File: config.mk
export PLATFORM = sky130hd
export DESIGN_NAME = hci_top
export DESIGN_NICKNAME = d
export VERILOG_FILES = /design/src/design/hci_csr_pkg.sv /design/src/design/hci_queue_pkg.sv /design/src/design/hci_queue.sv /design/src/design/cmd_dword_packer.sv /design/src/design/hci_csr_regs.sv /design/src/design/hci_top.sv
export VERILOG_INCLUDE_DIRS = /design/src /design/src/include
export SDC_FILE = /design/constraint.sdc
export NUM_CORES = 1
export LEC_CHECK = 0
export CAP_MARGIN = 25
export CORE_UTILIZATION = 63
export CTS_BUF_LIST = sky130_fd_sc_hd__clkbuf_16
export CTS_CLUSTER_DIAMETER = 120
export DETAILED_ROUTE_END_ITERATION = 8
export DONT_BUFFER_PORTS = 1
export HOLD_SLACK_MARGIN = 0.12
export PLACE_DENSITY_LB_ADDON = 0.2
export SLEW_MARGIN = 10
export SYNTH_ARGS = -nofsm -noshare
export SYNTH_HDL_FRONTEND = slang
export SYNTH_SLANG_ARGS = --single-unit
File: constraint.sdc
create_clock -name clk_i -period 9.28 [get_ports clk_i]
set_clock_uncertainty 0.1 [all_clocks]
set_input_delay 1.392 -clock clk_i [delete_from_list [all_inputs] [get_ports clk_i]]
set_output_delay 1.392 -clock clk_i [all_outputs]
set_load 0.02 [all_outputs]
File: src/include/hci_defs.svh
// HCI controller shared widths, queue depths and CSR map
`ifndef HCI_DEFS_SVH
`define HCI_DEFS_SVH

// CSR port
`define HCI_DW 32
`define HCI_AW 12

// Queues
`define HCI_CMD_DEPTH  16
`define HCI_RESP_DEPTH 16
`define HCI_THLD_W     8
`define HCI_DEPTH_W    5

// Register offsets
`define HCI_REG_RESET_CONTROL   12'h000
`define HCI_REG_QUEUE_THLD_CTRL 12'h004
`define HCI_REG_COMMAND_PORT    12'h008
`define HCI_REG_RESPONSE_PORT   12'h00C
`define HCI_REG_QUEUE_STATUS    12'h010
`define HCI_REG_DEVICE_ADDR     12'h014

// Field positions
`define HCI_RST_CMD_QUEUE_BIT   1
`define HCI_RST_RESP_QUEUE_BIT  2
`define HCI_THLD_RESP_LSB       8
`define HCI_STAT_RESP_DEPTH_LSB 8
`define HCI_STAT_CMD_TRIG_BIT   16
`define HCI_STAT_RESP_TRIG_BIT  17
`define HCI_DEV_ADDR_LSB        16
`define HCI_DEV_ADDR_VALID_BIT  31

`endif

File: src/design/hci_csr_pkg.sv
// CSR port, queue configuration and dynamic address update types
`include "hci_defs.svh"

package hci_csr_pkg;

  // Software request, one-cycle strobe
  typedef struct packed {
    logic                req;
    logic                is_wr;
    logic [`HCI_AW-1:0]  addr;
    logic [`HCI_DW-1:0]  wdata;
  } csr_req_t;

  // Registered response, valid one cycle after the request
  typedef struct packed {
    logic               rd_ack;
    logic               rd_err;
    logic [`HCI_DW-1:0] rd_data;
    logic               wr_ack;
    logic               wr_err;
  } csr_rsp_t;

  typedef struct packed {
    logic [`HCI_THLD_W-1:0] thld;
    logic                   flush;  // Held until the queue reports done
  } queue_cfg_t;

  // SETDASA / RSTDAA outcome from the controller
  typedef struct packed {
    logic       set_valid;
    logic       rstdaa;  // Wins over set_valid
    logic [6:0] addr;
  } dasa_upd_t;

endpackage

File: src/design/hci_queue_pkg.sv
// Command and response descriptor types and queue status
`include "hci_defs.svh"

package hci_queue_pkg;

  // Second COMMAND_PORT dword in the upper half
  typedef struct packed {
    logic [`HCI_DW-1:0] hi;
    logic [`HCI_DW-1:0] lo;
  } cmd_desc_t;

  typedef logic [`HCI_DW-1:0] resp_desc_t;

  typedef struct packed {
    logic [`HCI_DEPTH_W-1:0] depth;
    logic                    full;
    logic                    empty;
    logic                    trig;  // Registered threshold compare
  } queue_stat_t;

endpackage

File: src/design/hci_queue.sv
// Descriptor FIFO with flush, depth count and ready-threshold trigger
`timescale 1ns/100ps
`include "hci_defs.svh"

module hci_queue
  import hci_queue_pkg::*;
#(
  parameter int unsigned Depth      = `HCI_CMD_DEPTH,
  parameter type         data_t     = logic [`HCI_DW-1:0],
  parameter bit          TrigOnFree = 1'b0
) (
  input  logic                   clk_i,
  input  logic                   rst_ni,

  input  logic                   flush_i,
  output logic                   flush_done_o,
  input  logic [`HCI_THLD_W-1:0] thld_i,
  output queue_stat_t            stat_o,

  input  logic                   wvalid_i,
  output logic                   wready_o,
  input  data_t                  wdata_i,

  output logic                   rvalid_o,
  input  logic                   rready_i,
  output data_t                  rdata_o
);

  localparam int unsigned PtrW = (Depth > 1) ? $clog2(Depth) : 1;

  data_t                   mem_q [Depth];
  logic [PtrW-1:0]         wr_ptr_q;
  logic [PtrW-1:0]         rd_ptr_q;
  logic [`HCI_DEPTH_W-1:0] count_q;
  logic                    full;
  logic                    empty;
  logic                    push;
  logic                    pop;
  logic [`HCI_THLD_W-1:0]  thld_eff;
  logic [`HCI_THLD_W-1:0]  level;
  logic                    trig_q;
  logic                    flush_done_q;

  function automatic logic [PtrW-1:0] next_ptr(logic [PtrW-1:0] ptr);
    return (ptr == PtrW'(Depth - 1)) ? '0 : ptr + 1'b1;
  endfunction

  assign full  = (count_q == `HCI_DEPTH_W'(Depth));
  assign empty = (count_q == '0);

  // Both sides stall while a flush is pending
  assign wready_o = ~full & ~flush_i;
  assign rvalid_o = ~empty & ~flush_i;
  assign rdata_o  = mem_q[rd_ptr_q];

  assign push = wvalid_i & wready_o;
  assign pop  = rvalid_o & rready_i;

  always_ff @(posedge clk_i) begin
    if (push) mem_q[wr_ptr_q] <= wdata_i;
  end

  always_ff @(posedge clk_i or negedge rst_ni) begin
    if (!rst_ni) begin
      wr_ptr_q <= '0;
      rd_ptr_q <= '0;
      count_q  <= '0;
    end else if (flush_i) begin
      wr_ptr_q <= '0;
      rd_ptr_q <= '0;
      count_q  <= '0;
    end else begin
      if (push) wr_ptr_q <= next_ptr(wr_ptr_q);
      if (pop) rd_ptr_q <= next_ptr(rd_ptr_q);
      count_q <= count_q + `HCI_DEPTH_W'(push) - `HCI_DEPTH_W'(pop);
    end
  end

  // Zero threshold acts as one
  assign thld_eff = (thld_i == '0) ? `HCI_THLD_W'(1) : thld_i;
  assign level    = TrigOnFree ? `HCI_THLD_W'(Depth - count_q) : `HCI_THLD_W'(count_q);

  always_ff @(posedge clk_i or negedge rst_ni) begin
    if (!rst_ni) begin
      trig_q       <= 1'b0;
      flush_done_q <= 1'b0;
    end else begin
      trig_q       <= (level >= thld_eff);
      flush_done_q <= flush_i & ~flush_done_q;  // Single pulse per flush
    end
  end

  assign flush_done_o = flush_done_q;

  assign stat_o.depth = count_q;
  assign stat_o.full  = full;
  assign stat_o.empty = empty;
  assign stat_o.trig  = trig_q;

  a_depth_bound: assert property (@(posedge clk_i) disable iff (!rst_ni)
    count_q <= Depth);

  // A write offered while full leaves the depth untouched
  a_no_push_full: assert property (@(posedge clk_i) disable iff (!rst_ni)
    full && wvalid_i && !pop && !flush_i |=> $stable(count_q));

endmodule

File: src/design/cmd_dword_packer.sv
// Joins two COMMAND_PORT dwords into one 64-bit command descriptor
`timescale 1ns/100ps
`include "hci_defs.svh"

module cmd_dword_packer
  import hci_queue_pkg::*;
(
  input  logic               clk_i,
  input  logic               rst_ni,

  input  logic               word_i,
  input  logic [`HCI_DW-1:0] wdata_i,
  output logic               accepted_o,
  input  logic               flush_i,

  output logic               qvalid_o,
  input  logic               qready_i,
  output cmd_desc_t          qdata_o
);

  logic               phase_q;  // High once the low dword is held
  logic [`HCI_DW-1:0] lo_q;

  // Command goes out together with its second dword
  assign qvalid_o   = word_i & phase_q & ~flush_i;
  assign qdata_o.hi = wdata_i;
  assign qdata_o.lo = lo_q;

  // Second dword refused while the queue is full
  assign accepted_o = word_i & ~flush_i & (~phase_q | qready_i);

  always_ff @(posedge clk_i) begin
    if (word_i && !phase_q) lo_q <= wdata_i;
  end

  always_ff @(posedge clk_i or negedge rst_ni) begin
    if (!rst_ni) begin
      phase_q <= 1'b0;
    end else if (flush_i) begin
      phase_q <= 1'b0;
    end else if (accepted_o) begin
      phase_q <= ~phase_q;
    end
  end

  // A push returns to the first phase, a refused one keeps waiting
  a_push_second_phase: assert property (@(posedge clk_i) disable iff (!rst_ni)
    qvalid_o |-> phase_q ##1 (phase_q ^ $past(qready_i)));

endmodule

File: src/design/hci_csr_regs.sv
// HCI register file: address decode, queue ports, reset/threshold control
// and the dynamic address register
`timescale 1ns/100ps
`include "hci_defs.svh"

module hci_csr_regs
  import hci_csr_pkg::*, hci_queue_pkg::*;
(
  input  logic               clk_i,
  input  logic               rst_ni,

  input  csr_req_t           csr_req_i,
  output csr_rsp_t           csr_rsp_o,
  input  dasa_upd_t          dasa_i,

  // COMMAND_PORT towards the packer
  output logic               cmd_word_o,
  output logic [`HCI_DW-1:0] cmd_wdata_o,
  input  logic               cmd_accepted_i,

  output queue_cfg_t         cmd_cfg_o,
  output queue_cfg_t         resp_cfg_o,
  input  logic               cmd_flush_done_i,
  input  logic               resp_flush_done_i,
  input  queue_stat_t        cmd_stat_i,
  input  queue_stat_t        resp_stat_i,

  // RESPONSE_PORT pops the response queue
  input  logic               resp_rvalid_i,
  output logic               resp_rready_o,
  input  resp_desc_t         resp_rdata_i
);

  logic                   rd_req;
  logic                   wr_req;
  logic                   sel_rst;
  logic                   sel_thld;
  logic                   sel_cmd;
  logic                   sel_resp;
  logic                   rd_err_d;
  logic                   wr_err_d;
  logic [`HCI_DW-1:0]     rd_data_d;
  logic                   cmd_flush_q;
  logic                   resp_flush_q;
  logic [`HCI_THLD_W-1:0] cmd_thld_q;
  logic [`HCI_THLD_W-1:0] resp_thld_q;
  logic [6:0]             dyn_addr_q;
  logic                   dyn_addr_valid_q;
  csr_rsp_t               rsp_q;

  assign rd_req = csr_req_i.req & ~csr_req_i.is_wr;
  assign wr_req = csr_req_i.req & csr_req_i.is_wr;

  assign sel_rst  = (csr_req_i.addr == `HCI_REG_RESET_CONTROL);
  assign sel_thld = (csr_req_i.addr == `HCI_REG_QUEUE_THLD_CTRL);
  assign sel_cmd  = (csr_req_i.addr == `HCI_REG_COMMAND_PORT);
  assign sel_resp = (csr_req_i.addr == `HCI_REG_RESPONSE_PORT);

  assign cmd_word_o    = wr_req & sel_cmd;
  assign cmd_wdata_o   = csr_req_i.wdata;
  assign resp_rready_o = rd_req & sel_resp;

  always_comb begin
    rd_data_d = '0;
    rd_err_d  = 1'b0;
    wr_err_d  = 1'b0;
    case (csr_req_i.addr)
      `HCI_REG_RESET_CONTROL: begin
        rd_data_d[`HCI_RST_CMD_QUEUE_BIT]  = cmd_flush_q;
        rd_data_d[`HCI_RST_RESP_QUEUE_BIT] = resp_flush_q;
      end
      `HCI_REG_QUEUE_THLD_CTRL: begin
        rd_data_d[`HCI_THLD_W-1:0] = cmd_thld_q;
        rd_data_d[`HCI_THLD_RESP_LSB +: `HCI_THLD_W] = resp_thld_q;
      end
      `HCI_REG_COMMAND_PORT: begin
        wr_err_d = ~cmd_accepted_i;  // Write only, reads as zero
      end
      `HCI_REG_RESPONSE_PORT: begin
        if (resp_rvalid_i) rd_data_d = resp_rdata_i;
        else rd_err_d = 1'b1;  // Nothing to pop
      end
      `HCI_REG_QUEUE_STATUS: begin
        rd_data_d[7:0] = 8'(cmd_stat_i.depth);
        rd_data_d[`HCI_STAT_RESP_DEPTH_LSB +: 8] = 8'(resp_stat_i.depth);
        rd_data_d[`HCI_STAT_CMD_TRIG_BIT]  = cmd_stat_i.trig;
        rd_data_d[`HCI_STAT_RESP_TRIG_BIT] = resp_stat_i.trig;
      end
      `HCI_REG_DEVICE_ADDR: begin
        rd_data_d[`HCI_DEV_ADDR_LSB +: 7]   = dyn_addr_q;
        rd_data_d[`HCI_DEV_ADDR_VALID_BIT] = dyn_addr_valid_q;
      end
      default: begin
        rd_err_d = 1'b1;
        wr_err_d = 1'b1;
      end
    endcase
  end

  // Flush bits self-clear on the queue's done pulse
  always_ff @(posedge clk_i or negedge rst_ni) begin
    if (!rst_ni) begin
      cmd_flush_q  <= 1'b0;
      resp_flush_q <= 1'b0;
    end else begin
      cmd_flush_q <= (cmd_flush_q & ~cmd_flush_done_i)
                   | (wr_req & sel_rst & csr_req_i.wdata[`HCI_RST_CMD_QUEUE_BIT]);
      resp_flush_q <= (resp_flush_q & ~resp_flush_done_i)
                    | (wr_req & sel_rst & csr_req_i.wdata[`HCI_RST_RESP_QUEUE_BIT]);
    end
  end

  always_ff @(posedge clk_i or negedge rst_ni) begin
    if (!rst_ni) begin
      cmd_thld_q  <= `HCI_THLD_W'(1);
      resp_thld_q <= `HCI_THLD_W'(1);
    end else if (wr_req && sel_thld) begin
      cmd_thld_q  <= csr_req_i.wdata[`HCI_THLD_W-1:0];
      resp_thld_q <= csr_req_i.wdata[`HCI_THLD_RESP_LSB +: `HCI_THLD_W];
    end
  end

  always_ff @(posedge clk_i or negedge rst_ni) begin
    if (!rst_ni) begin
      dyn_addr_q       <= '0;
      dyn_addr_valid_q <= 1'b0;
    end else if (dasa_i.rstdaa) begin
      dyn_addr_q       <= '0;
      dyn_addr_valid_q <= 1'b0;
    end else if (dasa_i.set_valid) begin
      dyn_addr_q       <= dasa_i.addr;
      dyn_addr_valid_q <= 1'b1;
    end
  end

  always_ff @(posedge clk_i or negedge rst_ni) begin
    if (!rst_ni) begin
      rsp_q <= '0;
    end else begin
      rsp_q.rd_ack  <= rd_req;
      rsp_q.rd_err  <= rd_req & rd_err_d;
      rsp_q.rd_data <= rd_req ? rd_data_d : '0;
      rsp_q.wr_ack  <= wr_req;
      rsp_q.wr_err  <= wr_req & wr_err_d;
    end
  end

  assign csr_rsp_o = rsp_q;

  assign cmd_cfg_o.thld  = cmd_thld_q;
  assign cmd_cfg_o.flush = cmd_flush_q;
  assign resp_cfg_o.thld  = resp_thld_q;
  assign resp_cfg_o.flush = resp_flush_q;

  // One ack, of the matching kind, on the cycle after each request
  a_one_ack: assert property (@(posedge clk_i) disable iff (!rst_ni)
    csr_req_i.req |=> (csr_rsp_o.rd_ack ^ csr_rsp_o.wr_ack)
                      && (csr_rsp_o.wr_ack == $past(csr_req_i.is_wr)));

  a_no_stray_ack: assert property (@(posedge clk_i) disable iff (!rst_ni)
    !csr_req_i.req |=> !(csr_rsp_o.rd_ack || csr_rsp_o.wr_ack));

endmodule

File: src/design/hci_top.sv
// HCI controller top: register file, command packer, command and response queues
`timescale 1ns/100ps
`include "hci_defs.svh"

module hci_top
  import hci_csr_pkg::*, hci_queue_pkg::*;
(
  input  logic       clk_i,
  input  logic       rst_ni,

  input  csr_req_t   csr_req_i,
  output csr_rsp_t   csr_rsp_o,
  input  dasa_upd_t  dasa_i,

  // Command queue read side
  output logic       cmd_rvalid_o,
  input  logic       cmd_rready_i,
  output cmd_desc_t  cmd_rdata_o,

  // Response queue write side
  input  logic       resp_wvalid_i,
  output logic       resp_wready_o,
  input  resp_desc_t resp_wdata_i,

  output logic       cmd_thld_trig_o,
  output logic       resp_thld_trig_o
);

  logic               cmd_word;
  logic [`HCI_DW-1:0] cmd_wdata;
  logic               cmd_accepted;
  queue_cfg_t         cmd_cfg;
  queue_cfg_t         resp_cfg;
  logic               cmd_flush_done;
  logic               resp_flush_done;
  queue_stat_t        cmd_stat;
  queue_stat_t        resp_stat;
  logic               pack_valid;
  logic               pack_ready;
  cmd_desc_t          pack_data;
  logic               resp_rvalid;
  logic               resp_rready;
  resp_desc_t         resp_rdata;

  hci_csr_regs i_regs (
    .clk_i,
    .rst_ni,
    .csr_req_i,
    .csr_rsp_o,
    .dasa_i,
    .cmd_word_o        (cmd_word),
    .cmd_wdata_o       (cmd_wdata),
    .cmd_accepted_i    (cmd_accepted),
    .cmd_cfg_o         (cmd_cfg),
    .resp_cfg_o        (resp_cfg),
    .cmd_flush_done_i  (cmd_flush_done),
    .resp_flush_done_i (resp_flush_done),
    .cmd_stat_i        (cmd_stat),
    .resp_stat_i       (resp_stat),
    .resp_rvalid_i     (resp_rvalid),
    .resp_rready_o     (resp_rready),
    .resp_rdata_i      (resp_rdata)
  );

  cmd_dword_packer i_packer (
    .clk_i,
    .rst_ni,
    .word_i     (cmd_word),
    .wdata_i    (cmd_wdata),
    .accepted_o (cmd_accepted),
    .flush_i    (cmd_cfg.flush),
    .qvalid_o   (pack_valid),
    .qready_i   (pack_ready),
    .qdata_o    (pack_data)
  );

  hci_queue #(
    .Depth      (`HCI_CMD_DEPTH),
    .data_t     (cmd_desc_t),
    .TrigOnFree (1'b1)  // Empty-buffer threshold
  ) i_cmd_queue (
    .clk_i,
    .rst_ni,
    .flush_i      (cmd_cfg.flush),
    .flush_done_o (cmd_flush_done),
    .thld_i       (cmd_cfg.thld),
    .stat_o       (cmd_stat),
    .wvalid_i     (pack_valid),
    .wready_o     (pack_ready),
    .wdata_i      (pack_data),
    .rvalid_o     (cmd_rvalid_o),
    .rready_i     (cmd_rready_i),
    .rdata_o      (cmd_rdata_o)
  );

  hci_queue #(
    .Depth      (`HCI_RESP_DEPTH),
    .data_t     (resp_desc_t),
    .TrigOnFree (1'b0)
  ) i_resp_queue (
    .clk_i,
    .rst_ni,
    .flush_i      (resp_cfg.flush),
    .flush_done_o (resp_flush_done),
    .thld_i       (resp_cfg.thld),
    .stat_o       (resp_stat),
    .wvalid_i     (resp_wvalid_i),
    .wready_o     (resp_wready_o),
    .wdata_i      (resp_wdata_i),
    .rvalid_o     (resp_rvalid),
    .rready_i     (resp_rready),
    .rdata_o      (resp_rdata)
  );

  assign cmd_thld_trig_o  = cmd_stat.trig;
  assign resp_thld_trig_o = resp_stat.trig;

endmodule

Word-level counts from Yosys, hierarchy flattened
Memory sizes are Yosys's and may differ from the RTL's.
Cells that the tools add are included.

storage, ports and cells
  flip-flop bits (word level) = 125
  bits in writable memories = 1536
  input port bits = 91
  output and inout port bits = 104
  memories kept = 2

memory list
  memory              depth  width  rd ports  clocked after Yosys merged registers in  write ports  RTL line         source
  i_cmd_queue.mem_q   16     64     1         0                                        1            hci_queue.sv:31  data_t mem_q [Depth];
  i_resp_queue.mem_q  16     32     1         0                                        1            hci_queue.sv:31

cells by class
  $add $sub $neg = 9
  order comparisons = 2
  equality and inequality tests = 11
  mux-type cells = 38
  bitwise operators = 37
  reductions and logical operators = 16

operators with widths
  kind                 number
  $mux 32              2
  $mux 4               12
  $pmux 13 s3          1
  $eq 12x4->1 const B  2
  $eq 12x5->1 const B  2
  $mux 8               3
  $and 1x1->1          23
  $add 4x1->4 const B  4
  $eq 4x4->1 const B   4
  $logic_not 8->1      2
  $mux 7               2
  $eq 12x3->1 const B  1
  $logic_not 12->1     1
  $reduce_bool 2->1    6
  $not 1->1            11
  $add 5x1->5          2
  $eq 5x5->1 const B   2
  $logic_not 5->1      2
  $mux 5               2
  $pmux 5 s2           1
  $reduce_or 5->1      2
  $sub 5x1->5          2
  $mux 1               9
  $ge 5x8->1           1
  9 further kinds      14

Longest topological paths before layout
Gate-level depths: netlist of the first run.

  word-level depth = 8
  gate-level depth with buffers = 17

Cells and area by module
Synthesis of the first run repeated with hierarchy kept, for this count alone.

unflattened totals
  cells, all modules = 3230
  area, all modules = 65091.2 µm²

modules (own cells, without submodules)
  module                     times used  cells an instance  area an instance (µm²)  seq. area each (µm²)
  hci_queue at i_cmd_queue   1           1984               40556.4                 31124.9
  hci_queue at i_resp_queue  1           920                20303.2                 15750.1
  hci_csr_regs               1           255                2954.1                  1554.0
  cmd_dword_packer           1           71                 1277.5                  985.9

Worst setup path after synthesis of the first run
No wires, ideal clock.

  path type = input -> register
  from = input csr_req_i[41] in the netlist's numbering
  to = memory i_cmd_queue.mem_q[3][0] in the netlist's numbering (enable)
  arrival = 6.871 ns
  data required time = 8.615 ns
  path slack = 1.744 ns
  cell stages on the path = 5
  cells stage by stage = nor4_4 -> nand4_2 -> or4_1 -> clkbuf_1 -> nor3_1

between the ends
  longest elaborated chain between the ends = 7

ends and longest elaborated chain
  element                       RTL line                source
  from (decl)                   hci_top.sv:11           input csr_req_t csr_req_i,
  $eq 12x4->1 (no source line)  n/a
  $and 1x1->1                   hci_csr_regs.sv:59      assign cmd_word_o = wr_req & sel_cmd;
  $and 1x1->1 (2 in series)     cmd_dword_packer.sv:25  assign qvalid_o = word_i & phase_q & ~flush_i;
  $and 1x1->1                   hci_queue.sv:56         assign push = wvalid_i & wready_o;
  $mux 1                        hci_queue.sv:60         if (push) mem_q[wr_ptr_q] <= wdata_i;
  $mux 1 (implied by the code)  hci_queue.sv:60
  to (decl)                     hci_queue.sv:31

No other way between the ends.

==> summary.txt, run 1 <==
Run status
  • Status: complete, no violations

Pwr
  • Switch share: 28.4%
  • Sequential share of power: 46.4%
  • Pwr per Cell Area: 265 nW/µm²
  • Worst VDD drop: 0.236 mV
  • Internal power: 13500 µW
  • LEAKAGE: 0.0231 µW
  • Combinational share of power: 19.9%
  • Clock power share: 33.6%
  • Pwr Total: 18800 µW
  • Switching pwr: 5340 µW

Synthesis
  • Flops & latches, synth: 1661
  • Top cell type's share of synthesized area: 73.3%
  • Synth async-reset ratio: 5.60%
  • Syn avg cell area: 20.0 µm²
  • Largest area contributor in the netlist: edfxtp_1
  • Synth Net Count: 3336
  • Synthesized instance count: 3203
  • Ranking of synthesized cells by area: edfxtp_1 (73%), mux4_2 (9.0%), dfrtp_1 (3.5%), mux2i_1 (3.5%), mux2_2 (1.3%)
  • Top_reg_cell synth: edfxtp_1
  • Sequential share of the synthesized area: 77.0%
  • Library cells used by synthesis: 60
  • Post-Syn Area: 64200 µm²
  • Post-synth EDFFs: 1568
  • Synth warnings: 0

Timing
  • Final setup viols: 0
  • Fin Setup TNS: 0 ns
  • RSZ-0062 raised after global routing: false
  • Worst Max-Slew Pin Slew: 1.11 ns
  • Period utilization: 68.5%
  • Fmax: 0.157 GHz
  • Post-layout min period: 6.36 ns
  • Max-slew violation count: 0
  • Slew margin rel.: 26.0%
  • Hold Vio Cnt, Final: 0

Place
  • Placer congestion estimate: 0.835
  • Port bufs: 0
  • Final HPWL DP: 77.2 mm
  • DP Area: 65900 µm²

GRT
  • All-Layer GR Usage: 28.1%
  • Vias in the first global route: 32220
  • Total gr overflow: 0
  • Initial antenna violation count: 1
  • Largest net degree at the start of global routing: 112
  • First-pass GRT wire length: 209 mm

Final layout
  • Synthesis-to-layout area growth: 10.7%
  • Nets: 3383
  • Commonest non-fill, non-tap cell in the layout: edfxtp_1
  • Fin area: 71000 µm²
  • Final core occ: 70.6%
  • Share of layout cells above drive strength 1: 20.0%
  • Most frequent cells in the layout: edfxtp_1 (1568), mux4_2 (256), mux2i_1 (226)

Setup path
  • Crit Path Class: flip-flop to output port
  • Worst-path fanout max: 70
  • Critical Path End Type: output port
  • Worst path required time: 7.79 ns
  • CP Launch Type: flip-flop
  • Crit path DAT: 4.87 ns

Drt
  • Drt first pass iters: 6
  • Via count: 31180
  • Initial DRC Count: 3368
  • Final WL: 142 mm
  • Post-DR vias/cell: 6.58
  • WL/cell: 30.0 µm
  • DRC viols: 0
  • Routed Antenna Nets: 0

Floorplan
  • Die height: 321 µm
  • # IOs: 195
  • Core ar.: 101000 µm²
  • Core Rows: 116
  • Die area: 103000 µm²
  • Initial Utilization: 63.8%
  • Die Wd: 321 µm

Run
  • # Max-Cap Violations: 0

Clock network
  • CTS tree: yes
  • Clock Path Buffers: 3
  • # clock sinks: 1661
  • Post_cts resized: 0
  • CTS HTree Levels: 4
  • Cts hold-fix bufs: 0
  • Total CTS buffers: 160
  • Worst-path clk slew: 0.06 ns
  • Post-CTS Setup Bufs: 0
  • Clk Latency, worst-skew pair: 0.76 ns
  • CTS root buf: clkbuf_16

Min path
  • Hold WC Path Type: input port to async pin
==> cells by family (layout without fill, tap and decap cells) <==
logic type | count (synthesis) | count (layout) | share of synthesized area, %
flip-flops | 1661 | 1661 | 77.0
other | 0 | 2 | 0
AND/OR/NAND/NOR | 241 | 241 | 1.78
XOR/XNOR | 13 | 13 | 0.177
buffers and inverters | 215 | 394 | 1.50
adder cells (fa/ha/maj) | 42 | 42 | 0.842
multiplexers | 565 | 565 | 14.0
AO/OA/AOI/OAI | 466 | 466 | 4.70
==> worst max-delay path: stages, from the launching register on <==
cell and delay [ns]:
dfrtp_4 1.08, nor2b_4 0.75, buf_4 0.76, buf_4 0.61, a221oi_1 0.23, a22oi_1 0.28, nand2_1 0.24
==> state kept, by name (all words and copies together), names as in the netlist, 4 cells and up <==
| register | count |
|---|---|
| i_resp_queue.rd_ptr_q | 4 |
| i_regs.cmd_thld_q | 8 |
| i_regs.csr_rsp_o | 36 |
| i_cmd_queue.mem_q | 1024 |
| i_regs.dyn_addr_q | 7 |
| i_cmd_queue.rd_ptr_q | 4 |
| i_resp_queue.count_q | 5 |
| i_resp_queue.mem_q | 512 |
| i_cmd_queue.wr_ptr_q | 4 |
| i_resp_queue.wr_ptr_q | 4 |
| i_packer.lo_q | 32 |
| i_regs.resp_thld_q | 8 |
| i_cmd_queue.count_q | 5 |
==> final cells by class <==
class / count / area (µm²)
sequential: 1661 / 49400
fill: 5937 / 29500
inverter: 41 / 154
antenna: 2 / 5.00
timing repair buffer: 59 / 510
tap: 1357 / 1700
clock inverter: 128 / 1020
multi-input combinational: 1327 / 14100
clock buffer: 166 / 4150
==> worst paths after layout <==
path                                                start                         to  slack [ns]  depth (start not counted)
worst min-delay path                               rst_ni       i_regs.csr_rsp_o[28]        0.24                          0
worst min register to register  i_resp_queue.flush_done_o  i_resp_queue.flush_done_o        0.31                          1
worst max-delay path              i_cmd_queue.rd_ptr_q[2]            cmd_rdata_o[30]        2.92                          6
min in group clk_i              i_resp_queue.flush_done_o  i_resp_queue.flush_done_o        0.31                          1
worst max register to register     i_cmd_queue.count_q[1]  i_cmd_queue.mem_q[13][12]        4.50                          9
max in group asynchronous                          rst_ni   i_resp_queue.rd_ptr_q[1]        8.51                          0
==> Yosys cell counts (all sizes together), types with 3 or more instances <==
| cell type | count |
|---|---|
| a221o | 10 |
| ha | 40 |
| a41o | 3 |
| a31oi | 5 |
| inv | 41 |
| mux2i | 226 |
| nand2b | 9 |
| a211oi | 33 |
| a22o | 12 |
| buf | 82 |
| nor3 | 13 |
| mux4 | 256 |
| dfrtp | 91 |
| and2 | 6 |
| nor2 | 70 |
| xor2 | 4 |
| xnor2 | 9 |
| o21ai | 144 |
| mux2 | 83 |
| nor4 | 5 |
| or3 | 3 |
| a221oi | 64 |
| a21o | 4 |
| a21oi | 101 |
| clkbuf | 92 |
| a22oi | 80 |
| edfxtp | 1568 |
| nand2 | 88 |
| nor2b | 32 |
| nand3 | 5 |
==> metal layers <==
metal / global-route usage [%] / up-vias / wire [µm]
met5: 0 / - / 11
met4: 10.2 / 2 / 4710
met3: 5.69 / 272 / 10900
met2: 48.2 / 1357 / 73900
met1: 35.7 / 16337 / 52700
li1: - / 13212 / -
==> stage by stage <==
step / cells / hold slack (ns) / setup WS [ns]
2_1_floorplan: 3203 / 0.285 / 1.74
3_3_place_gp: 4442 / 0.297 / 3.99
3_5_place_dp: 4445 / 0.305 / 3.84
4_1_cts: 4739 / 0.199 / 2.98
5_1_grt: 4739 / 0.203 / 2.79
6_report: 4741 / 0.236 / 2.92
==> power by group through the flow <==
stage,Combinational [µW],Clock (µW),Sequential [µW]
5_1_grt,4010,6700,8750
3_5_place_dp,3740,0,8890
6_report,3740,6320,8730
4_1_cts,3770,6410,8730
2_1_floorplan,2920,0,8660
3_3_place_gp,3650,0,8860
Power figures use the tool's default switching activity.
==> run 2, diff against run 1 <==
CORE_UTILIZATION = 57   (was 63)
clock period = 5.1 ns   (was 9.28 ns; I/O delays follow)
==> summary.txt, run 2 (synthesis results as in run 1) <==
Run status
  • Status: complete, no violations (unchanged)

Floorplan
  • Core Rows: 122 (was 116)
  • # IOs: 195 (unchanged)
  • Die area: 114000 µm² (was 103000 µm²)
  • Core ar.: 111000 µm² (was 101000 µm²)
  • Initial Utilization: 57.8% (was 63.8%)
  • Die height: 338 µm (was 321 µm)
  • Die Wd: 338 µm (was 321 µm)

Clock network
  • Worst-path clk slew: 0.06 ns (about the same)
  • Clock Path Buffers: 3 (unchanged)
  • CTS root buf: clkbuf_16 (unchanged)
  • Total CTS buffers: 163 (was 160)
  • CTS tree: yes (unchanged)
  • # clock sinks: 1661 (unchanged)
  • CTS HTree Levels: 4 (unchanged)
  • Cts hold-fix bufs: 80 (was 0)
  • Clk Latency, worst-skew pair: 0.77 ns (was 0.76 ns)
  • Post-CTS Setup Bufs: 0 (unchanged)
  • Post_cts resized: 0 (unchanged)

Drt
  • Routed Antenna Nets: 0 (unchanged)
  • WL/cell: 29.0 µm (was 30.0 µm)
  • Initial DRC Count: 3058 (was 3368)
  • Final WL: 144 mm (was 142 mm)
  • Via count: 31411 (was 31180)
  • Post-DR vias/cell: 6.31 (was 6.58)
  • DRC viols: 0 (unchanged)
  • Drt first pass iters: 5 (was 6)

Place
  • DP Area: 66400 µm² (was 65900 µm²)
  • Final HPWL DP: 78.6 mm (was 77.2 mm)
  • Placer congestion estimate: 0.812 (was 0.835)
  • Port bufs: 0 (unchanged)

Final layout
  • Commonest non-fill, non-tap cell in the layout: edfxtp_1 (unchanged)
  • Final core occ: 65.4% (was 70.6%)
  • Reg area: 49400 µm² (unchanged)
  • Fin area: 72600 µm² (was 71000 µm²)
  • Multi-input gate area: 14100 µm² (about the same)
  • Share of layout cells above drive strength 1: 20.1% (was 20.0%)
  • Largest Register: i_cmd_queue.mem_q (unchanged)
  • Fillers: 7259 (was 5937)
  • Nets: 3488 (was 3383)
  • Max FFs per register: 1024 (unchanged)
  • Synthesis-to-layout area growth: 13.2% (was 10.7%)
  • Most frequent cells in the layout: edfxtp_1 (1568), mux4_2 (256), mux2i_1 (226) (unchanged)

Timing
  • Slew margin rel.: 28.2% (was 26.0%)
  • Fin Setup TNS: 0 ns (unchanged)
  • Post-layout min period: 4.45 ns
  • Fmax: 0.225 GHz
  • Max-slew violation count: 0 (unchanged)
  • Worst Max-Slew Pin Slew: 1.07 ns (was 1.11 ns)
  • RSZ-0062 raised after global routing: false (unchanged)
  • Period utilization: 87.2%
  • Final setup viols: 0 (unchanged)
  • Hold Vio Cnt, Final: 0 (unchanged)

GRT
  • Initial antenna violation count: 10 (was 1)
  • First-pass GRT wire length: 213 mm (was 209 mm)
  • Largest net degree at the start of global routing: 94 (was 112)
  • Vias in the first global route: 32548 (was 32220)
  • Total gr overflow: 0 (unchanged)
  • All-Layer GR Usage: 25.9% (was 28.1%)

Min path
  • HP Start: csr_req_i[34]
  • Hold WC Path Type: input port to flip-flop (was input port to async pin)

Setup path
  • Crit path DAT: 4.98 ns (was 4.87 ns)
  • CP Launch Type: flip-flop (unchanged)
  • Critical Path End Type: flip-flop (was output port)
  • Slowest cell delay on critical path: 0.79 ns (was 1.08 ns)
  • Worst path required time: 5.64 ns (was 7.79 ns)
  • Worst-path fanout max: 28 (was 70)
  • Worst path cell trace: inv_1 > ha_1 > nor4b_1 > nor3b_1 > nand3_2 > buf_4 > inv_1 > ha_1 > inv_1 > ha_1 > fa_1 > a21oi_1 > nor2_1 > nor2_1 > xnor2_1 > nor2_1 (was nor2b_4 > buf_4 > buf_4 > a221oi_1 > a22oi_1 > nand2_1)
  • Slowest library cell on the worst path: nor4b_1 (was dfrtp_4)
  • CP startpoint: i_resp_queue.count_q[3] (was i_cmd_queue.rd_ptr_q[2])
  • Crit Path Class: flip-flop to flip-flop (was flip-flop to output port)
  • Reg2reg start: i_resp_queue.count_q[3] (was i_cmd_queue.count_q[1])

Pwr
  • LEAKAGE: 0.0237 µW (was 0.0231 µW)
  • Pwr per Cell Area: 483 nW/µm² (was 265 nW/µm²)
  • Worst VDD drop: 0.345 mV (was 0.236 mV)

Run
  • # Max-Cap Violations: 0 (unchanged)
[run 2: cell types whose count changed in the layout (fill, tap and decap cells not counted), moves of 6 or more]
| cell | previous run | this run |
|---|---|---|
| dlygate4sd3_1 | 0 | 79 |
| buf_12 | 4 | 21 |
| clkinv_2 | 28 | 19 |
| clkinv_1 | 32 | 40 |
| buf_4 | 53 | 60 |
| bufinv_16 | 14 | 21 |
| inv_1 | 80 | 74 |
[run 2: final timing paths]
check,endpoint,slack (ns),depth (start not counted)
worst max-delay path,i_resp_queue.count_q[4],0.65,16
worst min-delay path,i_regs.csr_rsp_o[0],0.17,3
worst max register to register,i_resp_queue.count_q[4],0.65,16
worst min register to register,i_cmd_queue.flush_done_o,0.31,1
max in group asynchronous,i_cmd_queue.rd_ptr_q[1],3.89,2
min in group asynchronous,i_regs.csr_rsp_o[25],0.39,2
[run 2: layout make-up]
cell class	count	area share (%)
diodes	5	0.0172
clock buffers	165	5.68
clock inverters	133	1.76
inverters	41	0.212
multi-input cells	1327	19.4
flip-flops and latches	1661	68.1
well taps	1488	2.56
repair buffers	161	2.33
[run 2: worst max-delay path: cells and delay by family (launching register included)]
| family | cells | cell delay, ns |
|---|---|---|
| AOI/OAI and AO/OA | 1 | 0.19 |
| xor gates and xnor gates | 1 | 0.14 |
| adders and majority gates | 4 | 1.22 |
| buffers and inverters | 4 | 0.85 |
| DFF | 1 | 0.42 |
| and+or+nand+nor | 6 | 1.38 |
[run 2: metal layers]
metal,vias to the layer above,GRT usage (%),routed length [µm]
met2,1142,44.6,75400
li1,13448,-,-
met1,16550,33.7,56000
met5,-,0,57
met3,263,4.28,9220
met4,8,8.40,3690
[run 2: per-stage QoR]
| step | std cells | worst slack (ns) | hold slack, ns | power [µW] |
|---|---|---|---|---|
| after CTS | 4975 | 0.611 | 0.126 | 35300 |
| after detailed placement | 4597 | 0.653 | 0.301 | 23200 |
| after global placement | 4597 | 0.671 | 0.296 | 23000 |
| after global routing | 4981 | 0.463 | 0.175 | 36300 |
| final | 4981 | 0.652 | 0.174 | 35100 |
| after floorplan | 3203 | -0.0892 | 0.285 | 21100 |
[run 2: where the power goes]
part | total [µW] | switching [µW] | internal (µW)
Combinational | 7230 | 4600 | 2640
Sequential | 15800 | 442 | 15300
Clock | 12000 | 5070 | 6980
